===== src/source/lf_pkg.sv =====
/*
 * Shared definitions for the low-frequency front end.
 * Holds mode codes, host command opcodes, widths and the payload union.
 * Design and testbench files import this package where needed.
 */

package lf_pkg;

  // --------------------------------------------------------------------------
  // widths
  // --------------------------------------------------------------------------

  // default adc sample width
  localparam int ADC_W = 8;

  // host command word
  // [15:12] opcode, [11:8] reserved, [7:0] payload
  localparam int CMD_W = 16;

  // --------------------------------------------------------------------------
  // host command opcodes
  // --------------------------------------------------------------------------

  // any other opcode is ignored by the receiver
  localparam logic [3:0] OP_SET_DIVISOR = 4'd1;
  localparam logic [3:0] OP_SET_MODE    = 4'd2;

  // --------------------------------------------------------------------------
  // major modes
  // --------------------------------------------------------------------------

  typedef logic [2:0] lf_mode_t;

  // codes 3..7 are treated as off
  localparam lf_mode_t MODE_OFF      = 3'd0;
  localparam lf_mode_t MODE_LO_ADC   = 3'd1;
  localparam lf_mode_t MODE_PASSTHRU = 3'd2;

  // payload byte, read as a divisor or as mode flags depending on opcode
  typedef union packed {
    logic [7:0] divisor;
    struct packed {
      lf_mode_t   mode;
      logic       lf_field;
      logic [3:0] rsvd;
    } flags;
  } lf_payload_u;

endpackage

===== src/source/lf_frontend.sv =====
/*
 * Top level of the low-frequency reader front end.
 * Connects the host configuration receiver, the ADC-mode block and the
 * mode selector. ADC_W sets the sample width of the ADC block.
 */

`timescale 1ns/1ps

module lf_frontend #(
  parameter int ADC_W = lf_pkg::ADC_W
) (
  input  logic             pck0,
  input  logic             rst,
  // host configuration link
  input  logic             spck,
  input  logic             mosi,
  input  logic             ncs,
  // analogue side and host data
  input  logic [ADC_W-1:0] adc_d,
  input  logic             ssp_dout,
  input  logic             cross_lo,
  // antenna drivers
  output logic             pwr_lo,
  output logic             pwr_hi,
  output logic             pwr_oe1,
  output logic             pwr_oe2,
  output logic             pwr_oe3,
  output logic             pwr_oe4,
  // adc clock and ssp to the host
  output logic             adc_clk,
  output logic             ssp_din,
  output logic             ssp_frame,
  output logic             ssp_clk,
  output logic             dbg
);

  import lf_pkg::*;

  // configuration
  logic [7:0] divisor;
  logic       lf_field;
  lf_mode_t   mode;

  // adc block outputs, before mode routing
  logic adc_clk_lo;
  logic ssp_din_lo;
  logic ssp_frame_lo;
  logic pwr_lo_lo;
  logic pwr_oe3_lo;

  // --------------------------------------------------------------------------
  // instances
  // --------------------------------------------------------------------------

  fpga_conf_rx conf_rx_i (
    .pck0     (pck0),
    .rst      (rst),
    .spck     (spck),
    .mosi     (mosi),
    .ncs      (ncs),
    .divisor  (divisor),
    .lf_field (lf_field),
    .mode     (mode)
  );

  lo_adc #(
    .ADC_W (ADC_W)
  ) lo_adc_i (
    .pck0      (pck0),
    .rst       (rst),
    .adc_d     (adc_d),
    .ssp_dout  (ssp_dout),
    .divisor   (divisor),
    .lf_field  (lf_field),
    .adc_clk   (adc_clk_lo),
    .ssp_din   (ssp_din_lo),
    .ssp_frame (ssp_frame_lo),
    .pwr_lo    (pwr_lo_lo),
    .pwr_oe3   (pwr_oe3_lo)
  );

  lf_mode_mux mode_mux_i (
    .pck0         (pck0),
    .mode         (mode),
    .adc_clk_lo   (adc_clk_lo),
    .ssp_din_lo   (ssp_din_lo),
    .ssp_frame_lo (ssp_frame_lo),
    .pwr_lo_lo    (pwr_lo_lo),
    .pwr_oe3_lo   (pwr_oe3_lo),
    .ssp_dout     (ssp_dout),
    .cross_lo     (cross_lo),
    .pwr_lo       (pwr_lo),
    .pwr_hi       (pwr_hi),
    .pwr_oe1      (pwr_oe1),
    .pwr_oe2      (pwr_oe2),
    .pwr_oe3      (pwr_oe3),
    .pwr_oe4      (pwr_oe4),
    .adc_clk      (adc_clk),
    .ssp_din      (ssp_din),
    .ssp_frame    (ssp_frame),
    .ssp_clk      (ssp_clk),
    .dbg          (dbg)
  );

endmodule


===== src/source/lf_mode_mux.sv =====
/*
 * Major mode selector. Routes the ADC-mode outputs, the bit-bang
 * passthrough or the all-low off state to the front-end pins.
 */

`timescale 1ns/1ps

module lf_mode_mux (
  input  logic             pck0,
  input  lf_pkg::lf_mode_t mode,
  input  logic             adc_clk_lo,
  input  logic             ssp_din_lo,
  input  logic             ssp_frame_lo,
  input  logic             pwr_lo_lo,
  input  logic             pwr_oe3_lo,
  input  logic             ssp_dout,
  input  logic             cross_lo,
  output logic             pwr_lo,
  output logic             pwr_hi,
  output logic             pwr_oe1,
  output logic             pwr_oe2,
  output logic             pwr_oe3,
  output logic             pwr_oe4,
  output logic             adc_clk,
  output logic             ssp_din,
  output logic             ssp_frame,
  output logic             ssp_clk,
  output logic             dbg
);

  import lf_pkg::*;

  // --------------------------------------------------------------------------
  // mode decode
  // --------------------------------------------------------------------------

  always_comb
  begin
    // off and undefined codes keep everything low
    pwr_lo    = 1'b0;
    pwr_oe3   = 1'b0;
    adc_clk   = 1'b0;
    ssp_din   = 1'b0;
    ssp_frame = 1'b0;
    case (mode)
      MODE_LO_ADC:
      begin
        pwr_lo    = pwr_lo_lo;
        pwr_oe3   = pwr_oe3_lo;
        adc_clk   = adc_clk_lo;
        ssp_din   = ssp_din_lo;
        ssp_frame = ssp_frame_lo;
      end
      MODE_PASSTHRU:
      begin
        // host bit-bangs the antenna and reads the comparator
        ssp_din = cross_lo;
        pwr_lo  = ssp_dout;
      end
      default: ;
    endcase
  end

  // unused drivers in every lf mode
  assign pwr_hi  = 1'b0;
  assign pwr_oe1 = 1'b0;
  assign pwr_oe2 = 1'b0;
  assign pwr_oe4 = 1'b0;

  // ssp clock is always the master clock
  assign ssp_clk = pck0;

  // debug pin mirrors the routed adc clock
  assign dbg = adc_clk;

endmodule


===== src/source/lo_adc.sv =====
/*
 * Low-frequency ADC mode. Divides pck0 down to the ADC clock, serialises
 * each sample to the host in an SSP frame and drives the antenna either
 * as tag load modulation or as reader field modulation.
 */

`timescale 1ns/1ps

module lo_adc #(
  parameter int ADC_W = lf_pkg::ADC_W
) (
  input  logic             pck0,
  input  logic             rst,
  input  logic [ADC_W-1:0] adc_d,
  input  logic             ssp_dout,
  input  logic [7:0]       divisor,
  input  logic             lf_field,
  output logic             adc_clk,
  output logic             ssp_din,
  output logic             ssp_frame,
  output logic             pwr_lo,
  output logic             pwr_oe3
);

  // counts within the low half of clk_state
  // sample is loaded one cycle before the frame opens
  localparam logic [7:0] LOAD_CNT    = 8'(ADC_W - 1);
  localparam logic [7:0] FRAME_FIRST = 8'(ADC_W);
  localparam logic [7:0] FRAME_LAST  = 8'(2 * ADC_W - 1);

  logic [7:0]       pck_cnt;
  logic             clk_state;
  logic [ADC_W-1:0] shift_q;
  logic             tag_mod;
  logic             reader_mod;

  // --------------------------------------------------------------------------
  // clock divider
  // --------------------------------------------------------------------------

  // count 0..divisor, clk_state flips on every restart
  // each half period therefore lasts divisor+1 cycles
  always_ff @(posedge pck0)
  begin
    if (rst)
    begin
      pck_cnt   <= 8'd0;
      clk_state <= 1'b0;
    end
    else if (pck_cnt == divisor)
    begin
      pck_cnt   <= 8'd0;
      clk_state <= ~clk_state;
    end
    else
    begin
      pck_cnt <= pck_cnt + 8'd1;
    end
  end

  // adc clock runs out of phase with the antenna driver
  assign adc_clk = ~clk_state;

  // --------------------------------------------------------------------------
  // sample serialiser
  // --------------------------------------------------------------------------

  // load while the adc clock is high, then shift out msb first
  // zeros fill in behind the sample
  always_ff @(posedge pck0)
  begin
    if (rst)
      shift_q <= '0;
    else if (pck_cnt == LOAD_CNT && !clk_state)
      shift_q <= adc_d;
    else
      shift_q <= {shift_q[ADC_W-2:0], 1'b0};
  end

  // data and frame are both masked during the high clk_state half
  assign ssp_din   = shift_q[ADC_W-1] & ~clk_state;
  assign ssp_frame = (pck_cnt >= FRAME_FIRST) && (pck_cnt <= FRAME_LAST) && !clk_state;

  // --------------------------------------------------------------------------
  // antenna modulation
  // --------------------------------------------------------------------------

  // tag mode loads the coil directly from the host bit
  assign tag_mod    = ssp_dout & ~lf_field;

  // reader mode drives the field in the high half, host bit low gaps it
  assign reader_mod = ~ssp_dout & lf_field & clk_state;

  assign pwr_oe3 = tag_mod;
  assign pwr_lo  = reader_mod;

endmodule


===== src/source/fpga_conf_rx.sv =====
/*
 * Host configuration receiver. Brings the slow SPI-style link into pck0,
 * assembles 16-bit commands MSB first and holds the divisor and mode.
 * A command is accepted only if exactly 16 bits arrived while ncs was low.
 */

`timescale 1ns/1ps

module fpga_conf_rx (
  input  logic             pck0,
  input  logic             rst,
  input  logic             spck,
  input  logic             mosi,
  input  logic             ncs,
  output logic [7:0]       divisor,
  output logic             lf_field,
  output lf_pkg::lf_mode_t mode
);

  import lf_pkg::*;

  // two-flop synchronisers, bit 1 is the usable one
  logic [1:0] spck_sync;
  logic [1:0] mosi_sync;
  logic [1:0] ncs_sync;

  // previous synced levels for edge detection
  logic spck_q;
  logic ncs_q;

  logic             spck_rise;
  logic             ncs_fall;
  logic             ncs_rise;
  logic [CMD_W-1:0] cmd_sr;
  logic [4:0]       bit_cnt;
  logic             cmd_stb;
  lf_payload_u      payload;

  // --------------------------------------------------------------------------
  // synchronise and detect edges
  // --------------------------------------------------------------------------

  always_ff @(posedge pck0)
  begin
    if (rst)
    begin
      spck_sync <= 2'b00;
      mosi_sync <= 2'b00;
      // link idles with ncs high
      ncs_sync  <= 2'b11;
      spck_q    <= 1'b0;
      ncs_q     <= 1'b1;
    end
    else
    begin
      spck_sync <= {spck_sync[0], spck};
      mosi_sync <= {mosi_sync[0], mosi};
      ncs_sync  <= {ncs_sync[0], ncs};
      spck_q    <= spck_sync[1];
      ncs_q     <= ncs_sync[1];
    end
  end

  assign spck_rise = spck_sync[1] & ~spck_q;
  assign ncs_fall  = ~ncs_sync[1] & ncs_q;
  assign ncs_rise  = ncs_sync[1] & ~ncs_q;

  // --------------------------------------------------------------------------
  // command assembly
  // --------------------------------------------------------------------------

  always_ff @(posedge pck0)
  begin
    if (rst)
    begin
      bit_cnt <= 5'd0;
      cmd_stb <= 1'b0;
    end
    else
    begin
      // count restarts with each frame, saturates so long frames never match
      if (ncs_fall)
        bit_cnt <= 5'd0;
      else if (spck_rise && !ncs_sync[1] && bit_cnt != 5'd31)
        bit_cnt <= bit_cnt + 5'd1;
      // registered strobe, the decode lands one cycle later
      cmd_stb <= ncs_rise && (bit_cnt == 5'(CMD_W));
    end
  end

  // command shift register, MSB first
  always_ff @(posedge pck0)
  begin
    if (spck_rise && !ncs_sync[1])
      cmd_sr <= {cmd_sr[CMD_W-2:0], mosi_sync[1]};
  end

  assign payload = cmd_sr[7:0];

  // --------------------------------------------------------------------------
  // configuration registers
  // --------------------------------------------------------------------------

  always_ff @(posedge pck0)
  begin
    if (rst)
    begin
      divisor  <= 8'd0;
      lf_field <= 1'b0;
      mode     <= MODE_OFF;
    end
    else if (cmd_stb)
    begin
      case (cmd_sr[CMD_W-1 -: 4])
        OP_SET_DIVISOR: divisor <= payload.divisor;
        OP_SET_MODE:
        begin
          mode     <= payload.flags.mode;
          lf_field <= payload.flags.lf_field;
        end
        default: ;
      endcase
    end
  end

endmodule


===== config.mk =====
export PLATFORM = sky130hd
export DESIGN_NAME = lf_frontend
export DESIGN_NICKNAME = d
export VERILOG_FILES = /design/src/source/lf_pkg.sv /design/src/source/lf_frontend.sv /design/src/source/lf_mode_mux.sv /design/src/source/lo_adc.sv /design/src/source/fpga_conf_rx.sv
export SDC_FILE = /design/constraint.sdc
export NUM_CORES = 1
export LEC_CHECK = 0
export BUFFER_PORTS_ARGS = -buffer_cell sky130_fd_sc_hd__buf_2
export CORE_ASPECT_RATIO = 1.75
export CORE_UTILIZATION = 35
export DETAILED_ROUTE_END_ITERATION = 8
export GPL_TIMING_DRIVEN = 0
export SETUP_SLACK_MARGIN = 0.05
export SYNTH_ARGS = -nofsm -noshare
export SYNTH_HDL_FRONTEND = slang
export SYNTH_SLANG_ARGS = --single-unit

===== constraint.sdc =====
create_clock -name pck0 -period 2.5 [get_ports pck0]
set_input_delay 0 -clock pck0 [delete_from_list [all_inputs] [get_ports pck0]]
set_output_delay 0 -clock pck0 [all_outputs]
set_load 0.03 [all_outputs]

# Word level (Yosys, flattened, before mapping)
# Index checks and enable logic that the tools add are counted.
# Widths: inputs -> output; s select.
totals:
  reg_bits: 59
  latchBits: 0
  ramBits: 0
  mem_bits_ro: 0
  output_inout_bits: 11
  mem_count: 0
op_classes:
  addsub: 2
  n_mul: 0
  div_mod_pow: 0
  n_lt_le_gt_ge: 2
  eq_ne: 8
  shifts: 0
  muxes: 6
  bitwise: 14
  n_reduce_logical: 13
ops:
  columns: ["cell", "n"]
  rows:
  - ["$add 8x1->8 const B", 1]
  - ["$eq 8x3->1 const B", 1]
  - ["$eq 8x8->1", 1]
  - ["$ge 8x4->1 const B", 1]
  - ["$le 8x4->1 const B", 1]
  - ["$mux 8", 1]
  - ["$and 1x1->1", 7]
  - ["$not 1->1", 7]
  - ["$logic_and 1x1->1", 6]
  - ["$reduce_or 2->1", 3]
  - ["$add 5x1->5 const B", 1]
  - ["$eq 5x5->1 const B", 1]
  - ["$ne 5x5->1 const B", 1]
  - ["$eq 4x1->1 const B", 1]
  - ["$eq 4x2->1 const B", 1]
  - ["$pmux 1 s2", 2]
  - ["$reduce_and 2->1", 2]
  - ["$eq 3x1->1 const B", 1]
  - ["$eq 3x2->1 const B", 1]
  - ["$mux 1", 3]
  - ["$logic_not 1->1", 2]

# Logic depth before layout (Yosys ltp)
logic_depth:
  word_depth: 4
  ltp_mapped: 7
  mapped_depth_nobuf: 7

# Cells and area by module
# A second synthesis with hierarchy kept.
unflattened:
  cells_unflattened: 223
  hier_area_um2: 2472.4
by_module_without_submodules:
  columns: ["module", "n_inst", "cells_per_inst", "area_each_um2", "seq_area_each_um2"]
  rows:
  - ["fpga_conf_rx", 1, 120, 1536.5, 1001.0]
  - ["lo_adc", 1, 86, 810.8, 340.3]
  - ["lf_mode_mux", 1, 17, 125.1, 0.0]

==> reports/qor.txt <==
Hold Crit Class - in -> reg
CP max FO - 6
mapped cell area - 2360 um2
area delta synth->final - 31.3%
CTS-repair resized insts - 0
# port buffers - 21
Max IR drop VDD - 0.445 mV
max-capacitance violation count - 0
clk slew on worst S/H paths - 0.05 ns
leakage - 1.35 nW
Syn Inst Count - 203
DRT Wirelength - 4160 um
Crit Path Class - reg -> reg
Die Y - 111 um
most frequent cells in the layout - 43 x dfxtp_1, 40 x nor2_1, 23 x buf_2
minimum clock period - 1.86 ns
die area - 7100 um2
Setup TNS Final - 0 ns
count of state elements after synthesis - 59
Tcrit/Tclk final - 74.3%
Most used DFF post-synth - dfxtp_1
Worst setup EP type - register
pwr dens - 837 nW/um2
layout cell share with drive strength beyond 1 - 23.2%
fillers - 614
Ant. Diodes - 0
RSZ-0062 raised after global routing - false
routability cong. - 0.791
# IOs - 26
syn_area_per_cell - 11.6 um2
Via density - 4.44
Residual DRC - 0
via count - 1,515
Overflow after GRT - 0
total power - 2.60 mW
ANT nets after route - 0
Iter 0 DRT Violations - 43
final max-slew violation count - 0
drt pass-1 iters - 6
Worst Path Required - 2.82 ns
largest net degree at the start of global routing - 14
Initial Util - 36.1%
worst skew pair latency - 0.43 ns
total global-route track usage - 13.8%
most common cell after layout, fill and taps aside - dfxtp_1
Post-synth EDFFs - 16
register area - 1340 um2
CTS tree - built
WL/cell - 12.2 um
Yosys cell types - 34
first-pass GRT wire length - 7110 um
register area share after synthesis - 56.7%
Hold Vio Cnt, Final - 0
status - finished, final reports clean
Core ar. - 6540 um2
vias in the first global route - 1,530
area of the multi-input gates - 913 um2
Critical Path Start Type - register
synth warn - 0
row cnt - 39
fmax - 538 MHz
Worst Skew - 0.00715 ns
antenna violations before repair - 0
Setup-failing EPs final - 0
Critical Path AT - 2.18 ns
chip width - 64.1 um
Final nets - 274
dpl hpwl - 2910 um
FFs w/ async S/R, synth - 0%
[layer usage]
layer | routed length [um] | vias to the layer above | GRT usage, %
li1 | - | 769 | -
met1 | 1700 | 719 | 14.0
met2 | 2250 | 18 | 22.9
met3 | 84 | 9 | 4.01
met4 | 121 | 0 | 11.0
met5 | 0 | - | 0
[through the flow]
| stage | instances | setup slack (ns) | utilization [%] | instance area, um2 | hold WS (ns) |
|---|---|---|---|---|---|
| 3_5_place_dp | 310 | 0.624 | 39.7 | 2600 | 0.188 |
| 4_1_cts | 341 | 0.613 | 47.5 | 3100 | 0.278 |
| 2_1_floorplan | 206 | 0.483 | - | 2370 | 0.104 |
| 6_report | 341 | 0.642 | 47.5 | 3100 | 0.292 |
| 3_3_place_gp | 309 | 0.0216 | 39.5 | 2580 | 0.186 |
| 5_1_grt | 341 | 0.513 | 47.5 | 3100 | 0.301 |
[logic make-up after synthesis]
family | share of synthesized area, %
and+or+nand+nor | 18.3
DFF | 56.7
muxes | 8.95
buffers and inverters | 5.29
xor gates and xnor gates | 6.30
adders and majority gates | 2.65
AOI/OAI and AO/OA | 1.59
other | 0.159
[synthesized netlist by cell type (4+ instances only)]
cell type	instances	area (um2)
dfxtp_1	43	861
nor2_1	40	150
mux2i_1	20	200
edfxtp_1	16	480
xnor2_1	11	96.3
inv_1	7	26.3
nor2b_1	7	43.8
buf_4	6	45.0
xor2_1	6	52.6
ha_1	5	62.6
nand3_1	4	20.0
[final timing paths]
path,start,end,slack [ns],cells past startpoint
max,conf_rx_i.bit_cnt[0]$_SDFFE_PP0P_,conf_rx_i.bit_cnt[3]$_SDFFE_PP0P_,0.64,7
min,ncs,conf_rx_i.ncs_sync[0]$_SDFF_PP1_,0.29,3
max reg2reg,conf_rx_i.bit_cnt[0]$_SDFFE_PP0P_,conf_rx_i.bit_cnt[3]$_SDFFE_PP0P_,0.64,7
min reg2reg,conf_rx_i.mosi_sync[1]$_SDFF_PP0_,conf_rx_i.cmd_sr[0]$_DFFE_PP_,0.40,0
[layout make-up]
cell class	count	area share (%)
sequential	59	43.2
multi-input combinational	128	29.4
clock buffer	18	11.4
timing repair buffer	33	7.46
tap	82	3.31
buffer	12	3.19
clock inverter	2	1.13
inverter	7	0.847
[power breakdown]
| group | internal [mW] | switching [mW] |
|---|---|---|
| clock network | 1.08 | 0.457 |
| logic | 0.0338 | 0.0291 |
| registers | 0.988 | 0.00574 |
| total | 2.11 | 0.492 |
[state kept, by name, summed over array words and instances, names as in the netlist, 3 cells and up]
signal             count
conf_rx_i.divisor      8
lo_adc_i.pck_cnt       8
lo_adc_i.shift_q       8
conf_rx_i.bit_cnt      5
conf_rx_i.mode         3
conf_rx_i.cmd_sr      16
[worst max-delay path, cell delays in order (launching register included)]
cell,delay (ns)
dfxtp_1,0.34
ha_1,0.22
and3_1,0.19
ha_1,0.21
nor4b_4,0.42
nand4_1,0.17
xor2_1,0.15
nor2_1,0.05
[timing repair]
action                    CTS  global route
hold buffers               12             0
setup buffers               0             0
hold endpoints to repair   12             0
Power figures use the tool's default switching activity.
